`src/verilog/rx_pkg.sv`:
```
`default_nettype none

package rx_pkg;

   ////////////////////
   // Sizes
   localparam int NUM_CHANNELS = 2;
   localparam int CHAN_W       = $clog2(NUM_CHANNELS);   // Channel tag on the output
   localparam int SET_ADDR_W   = 8;
   localparam int SET_DATA_W   = 32;
   localparam int ADC_W        = 14;
   localparam int SAMPLE_W     = 16;
   localparam int LED_W        = 8;
   localparam int DEC_W        = 16;   // Decimation register
   localparam int BURST_W      = 16;   // Burst length counter

   ////////////////////
   // Settings register map
   localparam int SR_MISC        = 0;    // LED sw at +3, LED source at +6
   localparam int SR_RX_FRONT    = 24;   // Swap, I offset, Q offset
   localparam int SR_RX_CTRL0    = 32;   // Channel 0 block
   localparam int RX_CTRL_STRIDE = 16;

   // 1 = hardware drives the LED, 0 = software value
   localparam logic [LED_W-1:0] LED_SRC_AT_RESET = 8'h1E;

   localparam int CHAN_FIFO_DEPTH  = 16;
   localparam int MERGE_FIFO_DEPTH = 4;

   ////////////////////
   // Payloads
   typedef struct packed {
      logic signed [SAMPLE_W-1:0] i;
      logic signed [SAMPLE_W-1:0] q;
   } iq_sample_t;

   typedef struct packed {
      logic       sof;
      logic       eof;
      iq_sample_t iq;
   } rx_word_t;

   typedef struct packed {
      logic [CHAN_W-1:0] chan;
      rx_word_t          word;
   } out_word_t;

endpackage

`default_nettype wire

```
`src/verilog/status_leds.sv`:
```
`timescale 1ns/1ps
`default_nettype none

module status_leds (
   input  wire                            dsp_clk,
   input  wire                            por_rst,
   input  wire                            set_stb_i,
   input  wire [rx_pkg::SET_ADDR_W-1:0]   set_addr_i,
   input  wire [rx_pkg::SET_DATA_W-1:0]   set_data_i,
   input  wire                            running_i,
   input  wire [rx_pkg::NUM_CHANNELS-1:0] overrun_i,
   output logic [rx_pkg::LED_W-1:0]       leds_o
);
   import rx_pkg::*;

   logic [LED_W-1:0] led_sw;
   logic [LED_W-1:0] led_src;
   logic [LED_W-1:0] led_hw;

   always_ff @(posedge dsp_clk) begin
      if (por_rst) begin
         led_sw  <= '0;
         led_src <= LED_SRC_AT_RESET;
      end else if (set_stb_i) begin
         if (set_addr_i == SET_ADDR_W'(SR_MISC + 3)) begin
            led_sw <= set_data_i[LED_W-1:0];
         end
         if (set_addr_i == SET_ADDR_W'(SR_MISC + 6)) begin
            led_src <= set_data_i[LED_W-1:0];
         end
      end
   end

   // Bit 1 any running, overruns from bit 2 up
   always_comb begin
      led_hw    = '0;
      led_hw[1] = running_i;
      for (int k = 0; k < NUM_CHANNELS; k++) begin
         led_hw[2 + k] = overrun_i[k];
      end
   end

   assign leds_o = (led_src & led_hw) | (~led_src & led_sw);

endmodule

`default_nettype wire

```
`config.mk`:
```
export PLATFORM = sky130hd
export DESIGN_NAME = status_leds
export DESIGN_NICKNAME = d
export VERILOG_FILES = /design/src/verilog/rx_pkg.sv /design/src/verilog/status_leds.sv
export SDC_FILE = /design/constraint.sdc
export NUM_CORES = 1
export LEC_CHECK = 0
export BUFFER_PORTS_ARGS = -buffer_cell sky130_fd_sc_hd__buf_2
export CORE_MARGIN = 4
export CORE_UTILIZATION = 32
export DETAILED_ROUTE_END_ITERATION = 10
export PLACE_DENSITY = 0.67
export SKIP_CTS_REPAIR_TIMING = 1
export SLEW_MARGIN = 0
export SYNTH_ARGS = -nofsm -noshare
export SYNTH_HDL_FRONTEND = slang
export SYNTH_SLANG_ARGS = --single-unit
```
`constraint.sdc`:
```
create_clock -name dsp_clk -period 1 [get_ports dsp_clk]
set_input_delay 0.2 -clock dsp_clk [delete_from_list [all_inputs] [get_ports dsp_clk]]
set_output_delay 0.2 -clock dsp_clk [all_outputs]
set_load 0.01 [all_outputs]
```
; Yosys cells after proc, flatten, opt, wreduce, memory -nomap -nowiden
; Cells that the tools add are included.
[word_totals]
regBits = 16
input_bits = 46
[op_classes]
eq_ne = 2
n_bitwise = 4
reduce_logical = 2
[ops]
columns = cell, count
row1 = $and A8 B4 Y8, 1
row2 = $and A8 B8 Y8, 1
row3 = $eq A8 B2 Y1 const B, 1
row4 = $eq A8 B3 Y1 const B, 1
row5 = $not A8 Y8, 1
row6 = $or A8 B8 Y8, 1
row7 = $reduce_and A2 Y1, 2

; Depth between registers and ports, before layout
[depth]
word_depth = 3
depth_mapped = 4
depth_no_buf = 3

; Worst setup path before layout
; No wires, ideal clock.
[synth_path]
path_type = input-to-reg
start = input port set_addr_i[4] (netlist name)
end = register led_sw[0]
setup_ns = 0.072
arrival_time_ns = 0.998
t_required_ns = 0.928
setup_slack_ns = -0.070
path_stages = 4
path_buffers = 1
cell_sequence = nor4b_4 -> and4b_1 -> buf_6 -> mux2i_1
[synth_between]
elab_chain_len = 2
[synth_lines]
columns = element, line
row1 = from (decl), status_leds.sv:8  ; input wire [rx_pkg::SET_ADDR_W-1:0] set_addr_i,
row2 = $eq A8 B2 Y1, status_leds.sv:25  ; if (set_addr_i == SET_ADDR_W'(SR_MISC + 3)) begin
row3 = $reduce_and A2 Y1 (no source line), n/a
row4 = to (signal assigned), status_leds.sv:26  ; led_sw <= set_data_i[LED_W-1:0];
row5 = to (decl), status_leds.sv:16  ; logic [LED_W-1:0] led_sw;
; No other way between the ends.
; A chain may end at the register's enable or synchronous reset.

; Worst setup path in the final report
[layout_path]
start = register led_src[1]
end = output port leds_o[1] (netlist name)
[layout_between]
elab_chain_len = 3
word_cells_on_any_way = 4
[layout_lines]
columns = element, line
row1 = from (decl), status_leds.sv:17  ; logic [LED_W-1:0] led_src;
row2 = from (signal assigned), status_leds.sv:29  ; led_src <= set_data_i[LED_W-1:0];
row3 = $not A8 Y8, status_leds.sv:43  ; assign leds_o = (led_src & led_hw) | (~led_src & led_sw);
row4 = $and A8 B8 Y8, status_leds.sv:43
row5 = $or A8 B8 Y8 (*), status_leds.sv:43
row6 = to (decl), status_leds.sv:12  ; output logic [rx_pkg::LED_W-1:0] leds_o
; Every way passes the cells marked *; elsewhere a longest branch is shown, timed or not.

==> flow_summary.yaml <==
grt:
  grt_pass1_vias: 551
  overflow: 0
  grt_usage: 0.08803
  grt_max_degree: 29
  antenna_found_initial: 0
  grt_pass1_wl_um: 2359
power:
  peakVddDrop_v: 0.0006180
  powerDensity_nw_per_um2: 1072
  cellLeakagePower_nw: 0.4772
  design_power_total_w: 0.001183
synth:
  synth_area_um2: 790.8
  yosysUniqueCellTypes: 13
  synth_top_area_cell: "dfxtp_1"
  synthCells: 78
  ys_seq_area_frac: 0.4051
  syn_avg_cell_area_um2: 10.14
  ys.warnings.count: 0
  ys_top_cells_by_area: "dfxtp_1 41%, mux2i_1 20%, nand2b_1 16%"
  ys_ff_latch: 16
  syn_nets: 124
  synth_top_area_frac: 0.4051
cts:
  clockRootBuffer: "clkbuf_4"
  clk_path_buf_depth: 2
  cts_made_buffers: 3
  clock_sinks: 16
  cts_tree: "built"
  path_clk_slew_ps: 90
  cts.htree.levels: 1
  clk_latency_ps: 270
place:
  gp_congestion: 0.7010
  dp.cells: 133
  portBuffers: 29
  place_area_um2: 963.4
  dpl_worst_slack_ps: -289.7
layout:
  diodes: 0
  layout.cells.non_filler: 138
  final_common_cell: "buf_2"
  mostFrequentLayoutCells: "22 x buf_2, 20 x nand2b_1, 16 x mux2i_1, 10 x buf_6"
  fill_cells: 227
  area_delta_synth_final_pct: 39.56
  final_layout_size_suffix_gt1_frac: 0.4727
  final-seq-area_um2: 330.3
  finalNetCount: 157
  multiInputGateArea_um2: 471.7
  fin_area_um2: 1104
timing:
  slew_violations: 0
  slew_headroom: 0.7563
  fin_crit_ps: 1259
  period_share: 1.259
  layout_setup_ws_ps: -258.7
  worst_pin_slew_ps: 365.6
  fmax_mhz: 794.4
  hold_viol: 0
  fin_skew_ps: 0
  setup_viol: 8
  rsz0062_at_grt: "yes"
route:
  drt_iter0_markers: 5
  wl_per_cell_um: 12.28
  drc_errors: 0
  ant_nets: 0
  avgViaCountPerCell: 4.616
  wirelength_um: 1695
  vias: 637
  first_pass_iters: 2
die:
  die_w_um: 57.71
  io_pins: 54
  start_util: 0.3474
  rows: 17
  dieHeight_um: 57.71
  core_um2: 2276
  dieArea_um2: 3330
min_path:
  min-delay-start: "set_data_i[2]"
  hp-class: "in2reg"
  holdPathEnd: "led_sw[2]"
  hold_path_depth: 3
worst_setup_path:
  critPathCaptureType: "output port"
  r2r_end: "led_sw[7]"
  crit_path_max_fanout: 2
  worstReg2RegStart: "led_sw[7]"
  critPathKind: "reg2out"
  rr_worst_depth: 3
  worstSetupStartpointType: "register"
  rrSetupSlack_ps: 340
  worstPathRequired_ps: 800
  worstPathArrival_ps: 1060
status:
  failed_checks: "negative setup slack"
  outcome: "finished, violations left"
run:
  maxCapViolCount: 0
[flip-flops by register name, indices dropped and copies added, names as in the netlist]
name / flops
led_src: 8
led_sw: 8
[layer usage]
layer / part of all wire / GRT usage / vias to the layer above
met4: 0 / 0.01987 / 0
met5: 0 / 0 / -
li1: - / - / 325
met2: 0.45 / 0.1226 / 23
met1: 0.46 / 0.1272 / 289
met3: 0.082 / 0.03341 / 0
[area by class of cell]
cell class	count	area share
clock buffers	4	0.03288
multi-input cells	57	0.4274
flip-flops and latches	16	0.2993
well taps	28	0.03175
repair buffers	33	0.2086
[critical path, stage by stage (launching register included)]
cell	delay (ps)
dfxtp_2	350
mux2_4	310
buf_6	120
[logic make-up after synthesis]
logic type | count (synthesis) | share of synthesized area
buffers and inverters | 5 | 0.03798
multiplexers | 19 | 0.2452
AND/OR/NAND/NOR | 38 | 0.3117
flip-flops | 16 | 0.4051
[power by group]
group	leakage (nW)	total, W	switching, W	internal (W)
Combinational	0.326	0.000132	0.0000523	0.0000794
Sequential	0.130	0.000638	0.000000505	0.000637
Clock	0.0210	0.000414	0.000192	0.000221
Total	0.477	0.00118	0.000245	0.000938
[worst max-delay path by stage]
stage | startpoint | to | cells after the start | slack [ps]
final | led_src[1] | leds_o[1] | 2 | -260
after global routing | led_src[1] | leds_o[1] | 2 | -300
after CTS | led_src[2] | leds_o[2] | 2 | -310
after detailed placement | set_addr_i[4] | led_sw[4] | 5 | -290
after global placement | set_addr_i[4] | led_sw[4] | 5 | -250
after floorplan | set_addr_i[4] | led_sw[0] | 4 | -70
[Yosys cell counts]
library cell and number:
dfxtp_1 16, buf_6 1, nand2b_1 20, buf_4 1, nor3b_1 1, and4b_1 2
mux2i_1 16, nor2_1 8, clkbuf_1 3, mux2_2 3, nand4b_1 1, nor2b_1 5
nor4b_4 1
[through the flow]
step,TNS [ps],util,hold slack [ps]
after global routing,-1802,0.4849,192.2
after detailed placement,-4049,0.4233,457.2
after CTS,-1350,0.4393,175.8
final,-1008,0.4849,184.0
after global placement,-3723,0.4233,455.7
after floorplan,-773.5,-,355.3
Note: power is estimated with default switching activity, not from simulation.
