<file path="src/verilog/rx_pkg.sv">
`default_nettype none

package rx_pkg;

   ////////////////////
   // Sizes
   localparam int NUM_CHANNELS = 2;
   localparam int CHAN_W       = $clog2(NUM_CHANNELS);   // Channel tag on the output
   localparam int SET_ADDR_W   = 8;
   localparam int SET_DATA_W   = 32;
   localparam int ADC_W        = 14;
   localparam int SAMPLE_W     = 16;
   localparam int LED_W        = 8;
   localparam int DEC_W        = 16;   // Decimation register
   localparam int BURST_W      = 16;   // Burst length counter

   ////////////////////
   // Settings register map
   localparam int SR_MISC        = 0;    // LED sw at +3, LED source at +6
   localparam int SR_RX_FRONT    = 24;   // Swap, I offset, Q offset
   localparam int SR_RX_CTRL0    = 32;   // Channel 0 block
   localparam int RX_CTRL_STRIDE = 16;

   // 1 = hardware drives the LED, 0 = software value
   localparam logic [LED_W-1:0] LED_SRC_AT_RESET = 8'h1E;

   localparam int CHAN_FIFO_DEPTH  = 16;
   localparam int MERGE_FIFO_DEPTH = 4;

   ////////////////////
   // Payloads
   typedef struct packed {
      logic signed [SAMPLE_W-1:0] i;
      logic signed [SAMPLE_W-1:0] q;
   } iq_sample_t;

   typedef struct packed {
      logic       sof;
      logic       eof;
      iq_sample_t iq;
   } rx_word_t;

   typedef struct packed {
      logic [CHAN_W-1:0] chan;
      rx_word_t          word;
   } out_word_t;

endpackage

`default_nettype wire

</file>
<file path="src/verilog/rx_stream_if.sv">
`timescale 1ns/1ps
`default_nettype none

// Framed word stream, channel to merger
interface rx_stream_if;
   import rx_pkg::*;

   iq_sample_t data;
   logic       sof;
   logic       eof;
   logic       valid;
   logic       ready;   // Word moves when valid and ready

   modport source (output data, output sof, output eof, output valid, input ready);
   modport sink   (input data, input sof, input eof, input valid, output ready);

endinterface

`default_nettype wire

</file>
<file path="src/verilog/sample_fifo.sv">
`timescale 1ns/1ps
`default_nettype none

module sample_fifo #(
   parameter type T     = logic [31:0],
   parameter int  DEPTH = 16
) (
   input  wire   dsp_clk,
   input  wire   por_rst,
   input  wire   flush_i,
   input  wire T wr_data_i,
   input  wire   wr_valid_i,
   output logic  wr_ready_o,
   output T      rd_data_o,
   output logic  rd_valid_o,
   input  wire   rd_ready_i
);

   localparam int AW = $clog2(DEPTH);

   T            mem [DEPTH];
   logic [AW:0] wr_ptr;   // Top bit marks the lap
   logic [AW:0] rd_ptr;
   logic        full;
   logic        empty;
   logic        do_wr;
   logic        do_rd;

   assign empty = (wr_ptr == rd_ptr);
   assign full  = (wr_ptr[AW] != rd_ptr[AW]) && (wr_ptr[AW-1:0] == rd_ptr[AW-1:0]);

   assign wr_ready_o = !full;
   assign rd_valid_o = !empty;
   assign rd_data_o  = mem[rd_ptr[AW-1:0]];   // Head word shows without a read

   assign do_wr = wr_valid_i && !full;
   assign do_rd = rd_ready_i && !empty;

   always_ff @(posedge dsp_clk) begin
      if (do_wr) begin
         mem[wr_ptr[AW-1:0]] <= wr_data_i;
      end
   end

   ////////////////////
   // Pointers
   always_ff @(posedge dsp_clk) begin
      if (por_rst || flush_i) begin
         wr_ptr <= '0;
         rd_ptr <= '0;
      end else begin
         if (do_wr) begin
            wr_ptr <= wr_ptr + 1'b1;
         end
         if (do_rd) begin
            rd_ptr <= rd_ptr + 1'b1;
         end
      end
   end

endmodule

`default_nettype wire

</file>
<file path="src/verilog/rx_channel.sv">
`timescale 1ns/1ps
`default_nettype none

module rx_channel #(
   parameter int BASE = rx_pkg::SR_RX_CTRL0
) (
   input  wire                          dsp_clk,
   input  wire                          por_rst,
   input  wire                          set_stb_i,
   input  wire [rx_pkg::SET_ADDR_W-1:0] set_addr_i,
   input  wire [rx_pkg::SET_DATA_W-1:0] set_data_i,
   input  wire rx_pkg::iq_sample_t      fe_sample_i,
   rx_stream_if.source                  out_o,
   output logic                         running_o,
   output logic                         overrun_o
);
   import rx_pkg::*;

   logic [DEC_W-1:0]   dec_n;
   logic [DEC_W-1:0]   dec_eff;
   logic [DEC_W-1:0]   phase;     // Cycles to the next take
   logic [BURST_W-1:0] remain;    // Words left in the burst
   logic               first;
   logic               take;
   logic               take_q;    // Write pending for last take
   logic               sof_q;
   logic               eof_q;
   logic               hit_dec;
   logic               hit_len;
   logic               hit_stop;
   logic               fifo_ready;
   logic               drop;
   rx_word_t           wr_word;
   rx_word_t           rd_word;

   assign hit_dec  = set_stb_i && (set_addr_i == SET_ADDR_W'(BASE + 0));
   assign hit_len  = set_stb_i && (set_addr_i == SET_ADDR_W'(BASE + 1));
   assign hit_stop = set_stb_i && (set_addr_i == SET_ADDR_W'(BASE + 2));

   assign dec_eff = (dec_n == '0) ? DEC_W'(1) : dec_n;   // 0 behaves as 1
   assign take    = running_o && (phase == '0);
   assign drop    = take_q && !fifo_ready;                 // FIFO full, sample lost

   always_ff @(posedge dsp_clk) begin
      if (por_rst) begin
         dec_n <= '0;
      end else if (hit_dec) begin
         dec_n <= set_data_i[DEC_W-1:0];
      end
   end

   ////////////////////
   // Burst control
   always_ff @(posedge dsp_clk) begin
      if (por_rst) begin
         running_o <= 1'b0;
         overrun_o <= 1'b0;
         take_q    <= 1'b0;
         first     <= 1'b0;
         sof_q     <= 1'b0;
         eof_q     <= 1'b0;
         phase     <= '0;
         remain    <= '0;
      end else begin
         take_q <= take && !drop && !hit_stop && !hit_len;
         if (take) begin
            sof_q  <= first;
            eof_q  <= (remain == BURST_W'(1));
            first  <= 1'b0;
            remain <= remain - 1'b1;
            phase  <= dec_eff - 1'b1;
            if (remain == BURST_W'(1)) begin
               running_o <= 1'b0;   // Last word of the burst
            end
         end else if (running_o) begin
            phase <= phase - 1'b1;
         end
         if (drop) begin
            overrun_o <= 1'b1;
            running_o <= 1'b0;
         end
         if (hit_len) begin
            remain    <= set_data_i[BURST_W-1:0];
            running_o <= (set_data_i[BURST_W-1:0] != '0);
            overrun_o <= 1'b0;
            first     <= 1'b1;
            phase     <= '0;
         end
         if (hit_stop) begin
            running_o <= 1'b0;
         end
      end
   end

   // Sample lands one cycle after its take, once the frontend has it
   assign wr_word = {sof_q, eof_q, fe_sample_i};

   sample_fifo #(
      .T     (rx_word_t),
      .DEPTH (CHAN_FIFO_DEPTH)
   ) u_fifo (
      .dsp_clk    (dsp_clk),
      .por_rst    (por_rst),
      .flush_i    (hit_stop),
      .wr_data_i  (wr_word),
      .wr_valid_i (take_q),
      .wr_ready_o (fifo_ready),
      .rd_data_o  (rd_word),
      .rd_valid_o (out_o.valid),
      .rd_ready_i (out_o.ready)
   );

   assign out_o.data = rd_word.iq;
   assign out_o.sof  = rd_word.sof;
   assign out_o.eof  = rd_word.eof;

endmodule

`default_nettype wire

</file>
<file path="src/flat_wrapper.sv">
// flat-port wrapper written by rule: the top's interface ports become plain ports
module rx_channel_flat import rx_pkg::*;
#(
   parameter int BASE = rx_pkg::SR_RX_CTRL0
)
  (dsp_clk, por_rst, set_stb_i, set_addr_i, set_data_i, fe_sample_i, running_o, overrun_o, out_o_data, out_o_sof, out_o_eof, out_o_valid, out_o_ready);
  rx_stream_if out_o_i ();
  input  wire dsp_clk;
  input  wire por_rst;
  input  wire set_stb_i;
  input  wire [rx_pkg::SET_ADDR_W-1:0] set_addr_i;
  input  wire [rx_pkg::SET_DATA_W-1:0] set_data_i;
  input  wire rx_pkg::iq_sample_t fe_sample_i;
  output logic running_o;
  output logic overrun_o;
  output wire logic [$bits(out_o_i.data)-1:0] out_o_data;
  output wire logic [$bits(out_o_i.sof)-1:0] out_o_sof;
  output wire logic [$bits(out_o_i.eof)-1:0] out_o_eof;
  output wire logic [$bits(out_o_i.valid)-1:0] out_o_valid;
  input wire logic [$bits(out_o_i.ready)-1:0] out_o_ready;
  assign out_o_data = out_o_i.data;
  assign out_o_sof = out_o_i.sof;
  assign out_o_eof = out_o_i.eof;
  assign out_o_valid = out_o_i.valid;
  assign out_o_i.ready = out_o_ready;
  rx_channel #(.BASE(BASE)) u_core (.dsp_clk(dsp_clk), .por_rst(por_rst), .set_stb_i(set_stb_i), .set_addr_i(set_addr_i), .set_data_i(set_data_i), .fe_sample_i(fe_sample_i), .out_o(out_o_i), .running_o(running_o), .overrun_o(overrun_o));
endmodule
</file>
<file path="config.mk">
export PLATFORM = sky130hd
export DESIGN_NAME = rx_channel_flat
export DESIGN_NICKNAME = d
export VERILOG_FILES = /design/src/verilog/rx_pkg.sv /design/src/verilog/rx_stream_if.sv /design/src/verilog/sample_fifo.sv /design/src/verilog/rx_channel.sv /design/src/flat_wrapper.sv
export SDC_FILE = /design/constraint.sdc
export NUM_CORES = 1
export LEC_CHECK = 0
export BUFFER_PORTS_ARGS = -buffer_cell sky130_fd_sc_hd__buf_2
export CORE_MARGIN = 1
export CORE_UTILIZATION = 50
export DETAILED_ROUTE_END_ITERATION = 12
export PLACE_DENSITY = 0.67
export SLEW_MARGIN = 40
export SYNTH_ARGS = -nofsm -noshare
export SYNTH_HDL_FRONTEND = slang
export SYNTH_SLANG_ARGS = --single-unit
</file>
<file path="constraint.sdc">
create_clock -name dsp_clk -period 5.8 [get_ports dsp_clk]
set_input_delay 0.58 -clock dsp_clk [delete_from_list [all_inputs] [get_ports dsp_clk]]
set_output_delay 0.58 -clock dsp_clk [all_outputs]
set_load 0.005 [all_outputs]
</file>
### Word-level counts from Yosys, hierarchy flattened

Memories as Yosys holds them, arrays and structs flattened. A register that Yosys moved wholly into a read port is not among the register bits.
Index checks and enable logic that the tools add are counted.

* $mul: 0
* shift operators: 0
* $add $sub $neg: 5
* $lt $le $gt $ge: 0
* divide/modulo/power cells: 0
* multiplexer cells: 15
* bitwise logic cells: 0
* eq/ne operators: 7
* reductions and logical operators: 27

Operators with widths (count)
* 16-bit 2-to-1 mux: 5
* 16-bit by 1-bit subtractor with 16-bit output (second input constant): 3
* 16-bit logical NOT: 2
* 8-bit by 6-bit equality test with 1-bit output (second input constant): 3
* 16-bit by 1-bit equality test with 1-bit output (second input constant): 1
* 16-bit nonzero test: 1
* 1-bit logical AND: 11
* 5-bit by 1-bit adder with 5-bit output (second input constant): 2
* 1-bit 2-to-1 mux: 8
* 4-bit 2-to-1 mux: 2
* 3-bit nonzero test: 2
* 5-bit equality test: 1
* 1-bit logical NOT: 5
* 4-bit equality test: 1
* 2-bit nonzero test: 2
* 2-bit OR reduction: 2
* 2-bit AND reduction: 1
* 1-bit logical OR: 1
* 1-bit inequality test: 1

* flip-flop bits (word level): 64
* logic and storage cells: 66
* bits of input ports: 76
* RAM bits: 544
* output and inout port bits: 37
* memories kept: 1
* ROM bits: 0
* bits in latches: 0

Memory list
* u_core.u_fifo.mem: depth 16, bits a word 34, read ports 1, clocked after Yosys merged registers in 1, wr ports 1, line sample_fifo.sv:21 `T mem [DEPTH];`

### Logic depth before layout (Yosys ltp)

Gate-level depths: netlist of the first run.

* depth in word-level cells: 7
* mapped depth: 12
* gate-level depth less buffers: 10

### Cells and area by module

Synthesis of the first run repeated with hierarchy kept, for this count alone.

* cell total of the unflattened synthesis: 1226
* area total of the unflattened synthesis: 24407.2 um^2

Modules (own cells, without submodules)
* sample_fifo: seq. area each 16615.9 um^2, area each 21292.9 um^2, cells an instance 860, times used 1
* rx_channel: seq. area each 1081.0 um^2, area each 3114.2 um^2, cells an instance 366, times used 1

### Worst setup path after synthesis of the first run

Ideal clock, no wire load.

* kind: reg2reg
* start: register u_core.u_fifo.wr_ptr[2]
* end: memory u_core.u_fifo.mem[3][0] (netlist name) (enable)
* period minus slack after synthesis: 4.143 ns
* setup slack: 1.657 ns
* cell stages (with the launch flop): 7
* data required time: 5.332 ns
* arrival: 3.675 ns
* cells stage by stage: dfxtp_1 -> buf_2 -> xor2_1 -> nor4_1 -> a21boi_1 -> nand2_1 -> nor3_1

* cells in the longest elaborated chain, start to end: 6

RTL lines
* start: declaration: line sample_fifo.sv:22 `logic [AW:0] wr_ptr;`
* start signal: assignment: line sample_fifo.sv:53 `wr_ptr <= wr_ptr + 1'b1;`
* 4-bit equality test: line sample_fifo.sv:30 `assign full = (wr_ptr[AW] != rd_ptr[AW]) && (wr_ptr[AW-1:0] == rd_ptr[AW-1:0]);`
* 1-bit logical AND: line sample_fifo.sv:30
* 1-bit logical NOT: line sample_fifo.sv:36 `assign do_wr = wr_valid_i && !full;`
* 1-bit logical AND: line sample_fifo.sv:36
* 1-bit 2-to-1 mux: line sample_fifo.sv:40 `if (do_wr) begin`
* 1-bit 2-to-1 mux (implied by the code): line sample_fifo.sv:41 `mem[wr_ptr[AW-1:0]] <= wr_data_i;`
* end: declaration: line sample_fifo.sv:21

Several ways; a longest one is shown, not always the timed one.

### Worst setup path after layout of the first run

* start: register u_core.running_o
* end: register u_core.phase[14]

* cells in the longest elaborated chain, start to end: 2

RTL lines
* start: declaration: line rx_channel.sv:14 `output logic running_o,`
* start signal: assignment: line rx_channel.sv:84 `running_o <= (set_data_i[BURST_W-1:0] != '0);`
* 1-bit logical AND: line rx_channel.sv:41 `assign take = running_o && (phase == '0);`
* 16-bit 2-to-1 mux / 2-bit nonzero test (equally long branches)
* end signal: assignment: line rx_channel.sv:71 `phase <= dec_eff - 1'b1;`
* end signal: assignment: line rx_channel.sv:76 `phase <= phase - 1'b1;`
* end: declaration: line rx_channel.sv:21 `logic [DEC_W-1:0] phase;`

Several ways; a longest one is shown, not always the timed one.
A chain may end at the register's enable or synchronous reset.

==> results of run 1 <==
routing by layer:
metal / GRT usage, % / routed length (um) / part of all wire [%] / vias to the layer above
met2: 34.7 / 25300 / 50 / 342
met1: 29.4 / 21500 / 43 / 6285
met5: 0 / 12 / 0.024 / -
met3: 3.43 / 2790 / 5.5 / 64
met4: 5.28 / 808 / 1.6 / 2
li1: - / - / - / 5295
flip-flops by register name, summed over array words and instances, names as in the netlist, named ones only:
register	cells
u_core.first	1
u_core.u_fifo.rd_ptr	5
u_core.running_o	1
u_core.take_q	1
u_core.dec_n	16
u_core.remain	16
u_core.phase	16
u_core.overrun_o	1
u_core.u_fifo.mem	544
u_core.sof_q	1
u_core.eof_q	1
u_core.u_fifo.wr_ptr	5
area by class of cell:
| type | instances | area (sq um) |
|---|---|---|
| Antenna cell | 2 | 5.00 |
| Clock buffer | 76 | 1560 |
| Clock inverter | 34 | 345 |
| Fill cell | 3491 | 20000 |
| Inverter | 9 | 33.8 |
| Multi-Input combinational cell | 520 | 6190 |
| Sequential cell | 612 | 17700 |
| Tap cell | 615 | 769 |
| Timing Repair Buffer | 141 | 1020 |
critical path: stages (launching register included):
cell and delay [ps]:
dfxtp_1 770, nor2b_1 310, and4_1 330, nand2_1 290
o31ai_1 480, ha_1 250, nand2b_1 190, nor3_1 420
o2111ai_1 240, a2111o_1 420, a31oi_1 150
stage by stage:
stage	power, mW	cell area [sq um]
detailed placement	4.98	25700
CTS	8.73	27600
global route	8.90	27600
finish	8.66	27600
global placement	4.97	25400
floorplan	4.91	24100
kinds of logic after synthesis:
| kind of cell | count (synthesis) | synth area share (%) |
|---|---|---|
| mux | 187 | 16.6 |
| flops | 612 | 73.5 |
| xor+xnor | 28 | 1.02 |
| buf+inv | 68 | 1.23 |
| simple gates | 209 | 4.53 |
| compound gates | 88 | 2.66 |
| fa+ha+maj | 8 | 0.416 |
how the worst min path moves through the flow:
stage               slack (ps)          endpoint
finish                     250  u_core.remain[1]
global route               260  u_core.remain[1]
CTS                        220  u_core.remain[1]
detailed placement         450      u_core.sof_q
global placement           450      u_core.sof_q
floorplan                  440      u_core.sof_q
cell usage in the layout (no fill, tap or decap), types with 6 or more instances in the layout:
cell       Yosys  final
edfxtp_1     544    544
mux4_2       170    170
buf_2          8     96
nor2_1        79     67
dfxtp_1       68     64
clkbuf_16      0     60
buf_4          1     30
nand2_1       25     25
a21oi_1       21     21
nor3_1        23     19
xor2_1        19     19
clkinv_1       1     18
mux2i_1       17     17
nand4_1       17     17
a211oi_1      17     17
clkbuf_1      40     16
nor4_1        15     15
nor2_4         0     12
nand3_1       12     12
o21ai_0       10     10
xnor2_1        9      9
inv_1          8      8
ha_1           8      8
bufinv_16      0      7
a31oi_1        6      6
clkinv_2       0      6
power breakdown:
| group | leakage [nW] | switching (mW) | internal (mW) | total (mW) |
|---|---|---|---|---|
| Sequential | 5.45 | 0.00161 | 4.79 | 4.79 |
| Clock | 0.923 | 1.58 | 2.20 | 3.78 |
| Combinational | 2.30 | 0.0703 | 0.0239 | 0.0942 |
==> impl_metrics.yaml, run 1 <==
critical_path:
  endpoint: "u_core.phase[14]"
  critPathCaptureType: "register"
  critical_path_arrival_ps: 4450
  reg2reg_slack_ps: 1880
  rr_worst_depth: 10
  path_class: "reg -> reg"
  reg2reg_from: "u_core.running_o"
  crit_required_ps: 6320
  crit_fanout: 19
  timing.rr.end: "u_core.phase[14]"
  setup.worst_path.start: "u_core.running_o"
  cp-start-kind: "register"
routing:
  wire_per_inst_um: 25.1
  firstDrtPassIters: 5
  num_vias: 12000
  routed_wl_mm: 50.5
  routed_via_density: 5.97
  drt_iter0_drc: 1003
  final_antenna_net_count: 0
  drc_errors: 0
clock_tree:
  htree_levels: 2
  clkSlewWorstSetupHoldPaths_ps: 60
  cts_setup_buffers: 0
  holdBufCountCts: 0
  cts_resized: 0
  cts_tree: "yes"
  clockBufferDepth: 3
  root_buffer: "clkbuf_16"
  clock_sinks: 612
  numCtsBuffers: 60
  worst_skew_pair.late_latency_ps: 610
synthesis:
  yosysMostFrequentCell: "edfxtp_1"
  syn_avg_cell_area_sq_um: 20.1
  synth.area.top_cells: "edfxtp_1 (68%), mux4_2 (16%), dfxtp_1 (5.7%), nor2_1 (1.2%), mux2i_1 (0.71%)"
  yosysWarnings: 0
  yosysUniqueCellTypes: 68
  ys_ff_latch: 612
  synth.top_cell.area_share_pct: 67.9
  syn_nets: 1284
  netlist_area_sq_um: 24100
  async_reset_ff_share_pct: 0
  yosys.area.top_type: "edfxtp_1"
  synth_common_cells: "edfxtp_1 (544), mux4_2 (170), nor2_1 (79), dfxtp_1 (68), clkbuf_1 (40)"
  synth_edf_count: 544
  synth_ff_type: "edfxtp_1"
  synthCells: 1200
  yosysSeqAreaShare_pct: 73.5
place:
  hpwl_mm: 29.5
  io_buffers: 96
  placed_cells: 1897
  routabilityCongestion: 0.875
  pre_cts_slack_ps: 1990
cells_and_area:
  synthToLayoutAreaGrowth_pct: 14.8
  fin_cells: 2009
  final_nets: 1428
  utilization_pct: 58.0
  layout-drive-gt1-share_pct: 30.7
sta:
  skew_ps: 13.4
  rsz0062_at_grt: "no"
  fin_ws_ps: 1880
  fin_tns_setup_ps: 0
  holdWs_ps: 251
  slew_viol_final: 0
  period_share_pct: 67.7
  period_needed_ps: 3920
  finalHoldViolCount: 0
  slew_headroom_pct: 42.8
  tightest_slew_ps: 856
  setup_viol: 0
  max_freq_ghz: 0.255
die:
  die_area_sq_um: 49000
  coreArea_sq_um: 47600
  rows: 80
  start_util_pct: 50.5
  io_pins: 113
  die_y_um: 221
  die_w_um: 221
grt:
  grt_pass1_vias: 12300
  antenna_found_initial: 3
  overflow: 0
  grt_max_degree: 45
  grt_pass1_wl_mm: 76.5
  grt_usage_pct: 21.0
worst_hold_path:
  min_from: "set_data_i[1]"
  hold-path-cell-count: 3
  hold_class: "in -> reg"
power_and_ir_drop:
  p_leak_nw: 8.67
  pwr_density_cell_nw_per_um2: 313
  irDropWorstVdd_uv: 214
outcome:
  outcome: "finished clean"
run:
  cap_viol_max_count: 0
(Power assumes the default switching activity.)
==> run 2, diff against run 1 <==
--- a/config.mk
+++ b/config.mk
@@ -5,6 +5,7 @@
 export SDC_FILE = /design/constraint.sdc
 export NUM_CORES = 1
 export LEC_CHECK = 0
+export ABC_AREA = 1
 export BUFFER_PORTS_ARGS = -buffer_cell sky130_fd_sc_hd__buf_2
 export CORE_MARGIN = 1
 export CORE_UTILIZATION = 50
==> constraint.sdc (replaced) <==
create_clock -name dsp_clk -period 4.11 [get_ports dsp_clk]
set_input_delay 0.411 -clock dsp_clk [delete_from_list [all_inputs] [get_ports dsp_clk]]
set_output_delay 0.411 -clock dsp_clk [all_outputs]
set_load 0.005 [all_outputs]
==> impl_metrics.yaml, run 2 <==
sta:
  rsz0062_at_grt: "no"
  skew_ps: 25.5
  tightest_slew_ps: 874
  slew_viol_final: 0
  period_needed_ps: 3090
  fin_tns_setup_ps: 0
  finalHoldViolCount: 0
  slew_headroom_pct: 41.6
  setup_viol: 0
  period_share_pct: 75.3
  max_freq_ghz: 0.323
synthesis:
  syn_avg_cell_area_sq_um: 12.6
  yosysMostFrequentCell: "edfxtp_1"
  synth_common_cells: "edfxtp_1 (544), inv_1 (214), o21ai_0 (199), a21oi_1 (181), nand2_1 (154)"
  yosysWarnings: 0
  synth.top_cell.area_share_pct: 64.4
  ys_ff_latch: 612
  synth_edf_count: 544
  synthCells: 2005
  synth_ff_type: "edfxtp_1"
  syn_nets: 2089
  netlist_area_sq_um: 25400
  yosysUniqueCellTypes: 43
  yosys.area.top_type: "edfxtp_1"
  async_reset_ff_share_pct: 0
  synth.area.top_cells: "edfxtp_1 (64%), dfxtp_1 (5.4%), mux2i_1 (5.4%), o211ai_1 (4.0%), o21ai_0 (3.9%)"
  yosysSeqAreaShare_pct: 69.8
routing:
  firstDrtPassIters: 5
  routed_via_density: 5.60
  drt_iter0_drc: 1147
  wire_per_inst_um: 20.2
  final_antenna_net_count: 0
  routed_wl_mm: 56.8
  wl_met1_mm: 24.3
  routed-wl-met2_mm: 28.2
  topRoutingLayerUsed: "met5"
  drc_errors: 0
  num_vias: 15800
  wl_met3_mm: 3.00
die:
  rows: 82
  coreArea_sq_um: 50100
  die_area_sq_um: 51600
  die_y_um: 227
  io_pins: 113
  start_util_pct: 50.6
  die_w_um: 227
grt:
  grt_pass1_wl_mm: 86.0
  grt_max_degree: 137
  antenna_found_initial: 2
  overflow: 0
  grt_pass1_vias: 15200
  grt_usage_pct: 22.1
power_and_ir_drop:
  finalPower_mw: 13.2
  p_leak_nw: 9.85
  pwr_density_cell_nw_per_um2: 458
  irDropWorstVdd_uv: 336
clock_tree:
  cts_resized: 0
  root_buffer: "clkbuf_16"
  clock_sinks: 612
  cts_tree: "yes"
  clockBufferDepth: 3
  clkSlewWorstSetupHoldPaths_ps: 60
  worst_skew_pair.late_latency_ps: 630
  htree_levels: 2
  cts_setup_buffers: 0
  numCtsBuffers: 59
  holdBufCountCts: 0
place:
  hpwl_mm: 31.3
  io_buffers: 96
  routabilityCongestion: 0.858
cells_and_area:
  largest_reg_flops: 544
  final_common_cell: "edfxtp_1"
  layout-drive-gt1-share_pct: 13.0
  final_nets: 2178
  final_cell_mix: "edfxtp_1 (544), inv_1 (214), o21ai_0 (199)"
  synthToLayoutAreaGrowth_pct: 13.3
  fillers: 4042
critical_path:
  crit_fanout: 76
  cp-start-kind: "register"
  critical_path_arrival_ps: 2680
  path_class: "reg -> out"
  crit_required_ps: 3700
  critPathCaptureType: "output pin"
worst_hold_path:
  hold_class: "in -> reg"
run:
  cap_viol_max_count: 0
outcome:
  outcome: "finished clean"
## run 2: changes by cell type in the layout (fill, tap and decap cells not counted), moves of 11 or more
cell | before | now
mux4_2 | 170 | 0
inv_1 | 8 | 214
nor2_1 | 67 | 56
o211ai_1 | 1 | 136
mux2i_1 | 17 | 136
a21oi_1 | 21 | 181
nand2_1 | 25 | 154
a211oi_1 | 17 | 2
o21ai_0 | 10 | 199
nand3_1 | 12 | 73
## run 2: logic make-up (layout without fill, tap and decap cells)
logic type                 Yosys count  after routing  share of synthesized area [%]
and+or+nand+nor                    361            361                           6.54
other                                0              1                              0
xor gates and xnor gates            19             19                          0.656
DFF                                612            612                           69.8
AOI/OAI and AO/OA                  541            541                           12.2
buffers and inverters              328            467                           5.06
adders and majority gates            8              8                          0.395
muxes                              136            136                           5.37
## run 2: cell type report
class                           count  area (sq um)  area share [%]
Clock inverter                     39           309            1.08
Inverter                          220           838            2.92
Multi-Input combinational cell   1065          6500            22.6
Antenna cell                        1          2.50         0.00871
Clock buffer                       72          1580            5.49
Sequential cell                   612         17700            61.6
Tap cell                          672           841            2.93
Timing Repair Buffer              136           957            3.33
## run 2: through the flow
stage               instance area, sq um  utilization [%]  hold slack, ps  setup WS, ps  std cells
detailed placement                 26800             53.5             451          1370       2703
global route                       28700             57.4            69.3           760       2816
CTS                                28700             57.3            14.5           979       2814
global placement                   26800             53.4             442          1410       2702
finish                             28700             57.4            44.6          1020       2817
floorplan                          25400                -             437          1200       2005
## run 2: path summary, 6_finish.rpt
kind,start,endpoint,slack (ps),cells after the start
max,register,out_o_data[31],1020,7
min,set_data_i[11],u_core.dec_n[11],40,3
max reg2reg,u_core.u_fifo.wr_ptr[3],u_core.u_fifo.mem[5][6],1380,8
min reg2reg,u_core.overrun_o,u_core.overrun_o,460,2
## run 2: report_power, final
group	switching, mW	total (mW)	internal, mW
sequential	0.0307	6.79	6.76
combinational	0.703	1.13	0.431
clock	2.27	5.24	2.97
## run 2: worst max-delay path, cell delays in order (launching register included)
cell and delay (ps):
dfxtp_4 720, buf_12 390, a21oi_1 140, o21ai_0 120, o21ai_0 120, o211ai_1 200, nand2_1 170, buf_2 170
## run 2: metal layers
| layer | up-vias | global-route usage, % |
|---|---|---|
| met5 | - | 0 |
| met3 | 95 | 3.34 |
| met2 | 421 | 38.0 |
| li1 | 7490 | - |
| met4 | 4 | 6.88 |
| met1 | 7771 | 28.8 |
==> run 3, diff against run 2 <==
==> constraint.sdc (replaced) <==
create_clock -name dsp_clk -period 3.1 [get_ports dsp_clk]
set_input_delay 0.31 -clock dsp_clk [delete_from_list [all_inputs] [get_ports dsp_clk]]
set_output_delay 0.31 -clock dsp_clk [all_outputs]
set_load 0.005 [all_outputs]
==> impl_metrics.yaml, run 3 (same netlist as run 2, synthesis figures left out) <==
outcome:
  outcome: "finished clean"
die:
  coreArea_sq_um: 50100
  start_util_pct: 50.6
  die_w_um: 227
  die_y_um: 227
  die_area_sq_um: 51600
  rows: 82
  io_pins: 113
grt:
  grt_max_degree: 89
  grt_pass1_vias: 15300
  grt_pass1_wl_mm: 85.9
  antenna_found_initial: 1
  grt_usage_pct: 22.1
  overflow: 0
critical_path:
  critical_path_arrival_ps: 2600
  crit_required_ps: 2790
  cpMaxStageDelayCell: "buf_4"
  critPathCaptureType: "output pin"
  crit_top_cell: "o21ai_0"
  reg2reg_from: "u_core.u_fifo.wr_ptr[3]"
  path_class: "reg -> out"
  cp.buffers_inverters: 2
  cp-start-kind: "register"
  crit_fanout: 50
  critPathTopFamily: "buffers and inverters"
  worstPathCellList: "buf_4, a21oi_1, o21ai_0, o21ai_0, o211ai_1, nand2_1, buf_2"
  max_stage_delay_ps: 590
sta:
  rsz0062_at_grt: "no"
  period_share_pct: 93.8
  setup_viol: 0
  skew_ps: 17.0
  tightest_slew_ps: 777
  max_freq_ghz: 0.344
  slew_viol_final: 0
  fin_tns_setup_ps: 0
  fin_ws_ps: 192
  period_needed_ps: 2910
  slew_headroom_pct: 48.0
  finalHoldViolCount: 0
cells_and_area:
  final_cell_mix: "edfxtp_1 (544), inv_1 (214), o21ai_0 (199)"
  utilization_pct: 58.0
  largest_reg_flops: 544
  fillers: 4001
  final_nets: 2200
  n_antenna_cell: 0
  synthToLayoutAreaGrowth_pct: 14.6
  final_common_cell: "edfxtp_1"
  fin_cells: 2836
  layout-drive-gt1-share_pct: 13.7
place:
  routabilityCongestion: 0.858
  pre_cts_slack_ps: 654
  hpwl_mm: 32.1
  io_buffers: 96
  placed_cells: 2721
run:
  cap_viol_max_count: 0
power_and_ir_drop:
  pwr_density_cell_nw_per_um2: 619
  pwr-share-clk_pct: 41.5
  combinationalPowerShare_pct: 8.4
  swShare_pct: 22.0
  power_frac_seq_pct: 50.1
  p_leak_nw: 10.0
  internal_power_mw: 14.0
  irDropWorstVdd_uv: 462
  p_switching_mw: 3.95
routing:
  drt_iter0_drc: 1366
  drc_errors: 0
  wire_per_inst_um: 20.0
  final_antenna_net_count: 0
  routed_wl_mm: 56.8
  num_vias: 15900
  firstDrtPassIters: 5
  routed_via_density: 5.61
clock_tree:
  clkSlewWorstSetupHoldPaths_ps: 60
  htree_levels: 2
  numCtsBuffers: 58
  worst_skew_pair.late_latency_ps: 610
  cts_tree: "yes"
  root_buffer: "clkbuf_16"
  clockBufferDepth: 3
  clock_sinks: 612
worst_hold_path:
  min_from: "out_o_ready"
  hold_class: "in -> reg"
-- run 3: cell count changes in the layout (fill, tap and decap cells not counted), sizes merged, moves of 3 or more --
cell	previous run	this run
bufinv	4	11
clkbuf	72	68
clkinv	28	23
buf	136	152
clkinvlp	7	4
dlygate4sd3	0	7
-- run 3: power by group through the flow --
stage	Sequential [mW]	Clock [mW]	Combinational [mW]
after floorplan	9.15	0	1.02
after global placement	9.18	0	1.48
after detailed placement	9.18	0	1.51
after CTS	9.01	7.56	1.53
after global routing	9.00	7.88	1.69
final	9.01	7.46	1.52
-- run 3: final timing paths --
kind | endpoint | slack, ps | depth (start not counted)
hold reg to reg | u_core.overrun_o | 460 | 2
hold / removal | u_core.u_fifo.rd_ptr[1] | 30 | 3
setup / recovery | out_o_data[27] | 190 | 7
setup reg to reg | u_core.u_fifo.mem[10][4] | 660 | 8
-- run 3: final cells by class --
class | count | area [sq um] | share of cell area [%]
multi-input cells | 1065 | 6500 | 22.4
well taps | 672 | 841 | 2.89
clock buffers | 68 | 1550 | 5.34
inverters | 220 | 833 | 2.87
clock inverters | 40 | 480 | 1.65
flip-flops and latches | 612 | 17700 | 60.9
repair buffers | 159 | 1150 | 3.94
-- run 3: tightest hold or removal path: stages --
cell     delay (ps)
buf_2            90
a21oi_1          60
nor2_1          130
-- run 3: stage by stage --
stage          power [mW]  instance area [sq um]  hold WS (ps)
3_5_place_dp         10.7                  27000           444
2_1_floorplan        10.2                  25400           409
5_1_grt              18.6                  29100          39.9
6_report             18.0                  29100          33.0
3_3_place_gp         10.7                  27000           442
4_1_cts              18.1                  29100          6.15
-- run 3: layer usage --
metal / global-route usage [%] / part of all wire (%) / up-vias
met1: 29.6 / 43 / 7799
met3: 3.86 / 5.9 / 104
li1: - / - / 7533
met2: 36.9 / 48 / 463
met4: 6.41 / 2.5 / 2
met5: 0 / 0.023 / -
-- run 3: repair_timing --
| action | CTS | global route |
|---|---|---|
| resized for setup | 0 | 0 |
| endpoints found under the hold margin | 8 | 0 |
| endpoints found under the setup margin | 0 | 0 |
| buffers inserted | 0 | 0 |
| hold buffers | 7 | 0 |
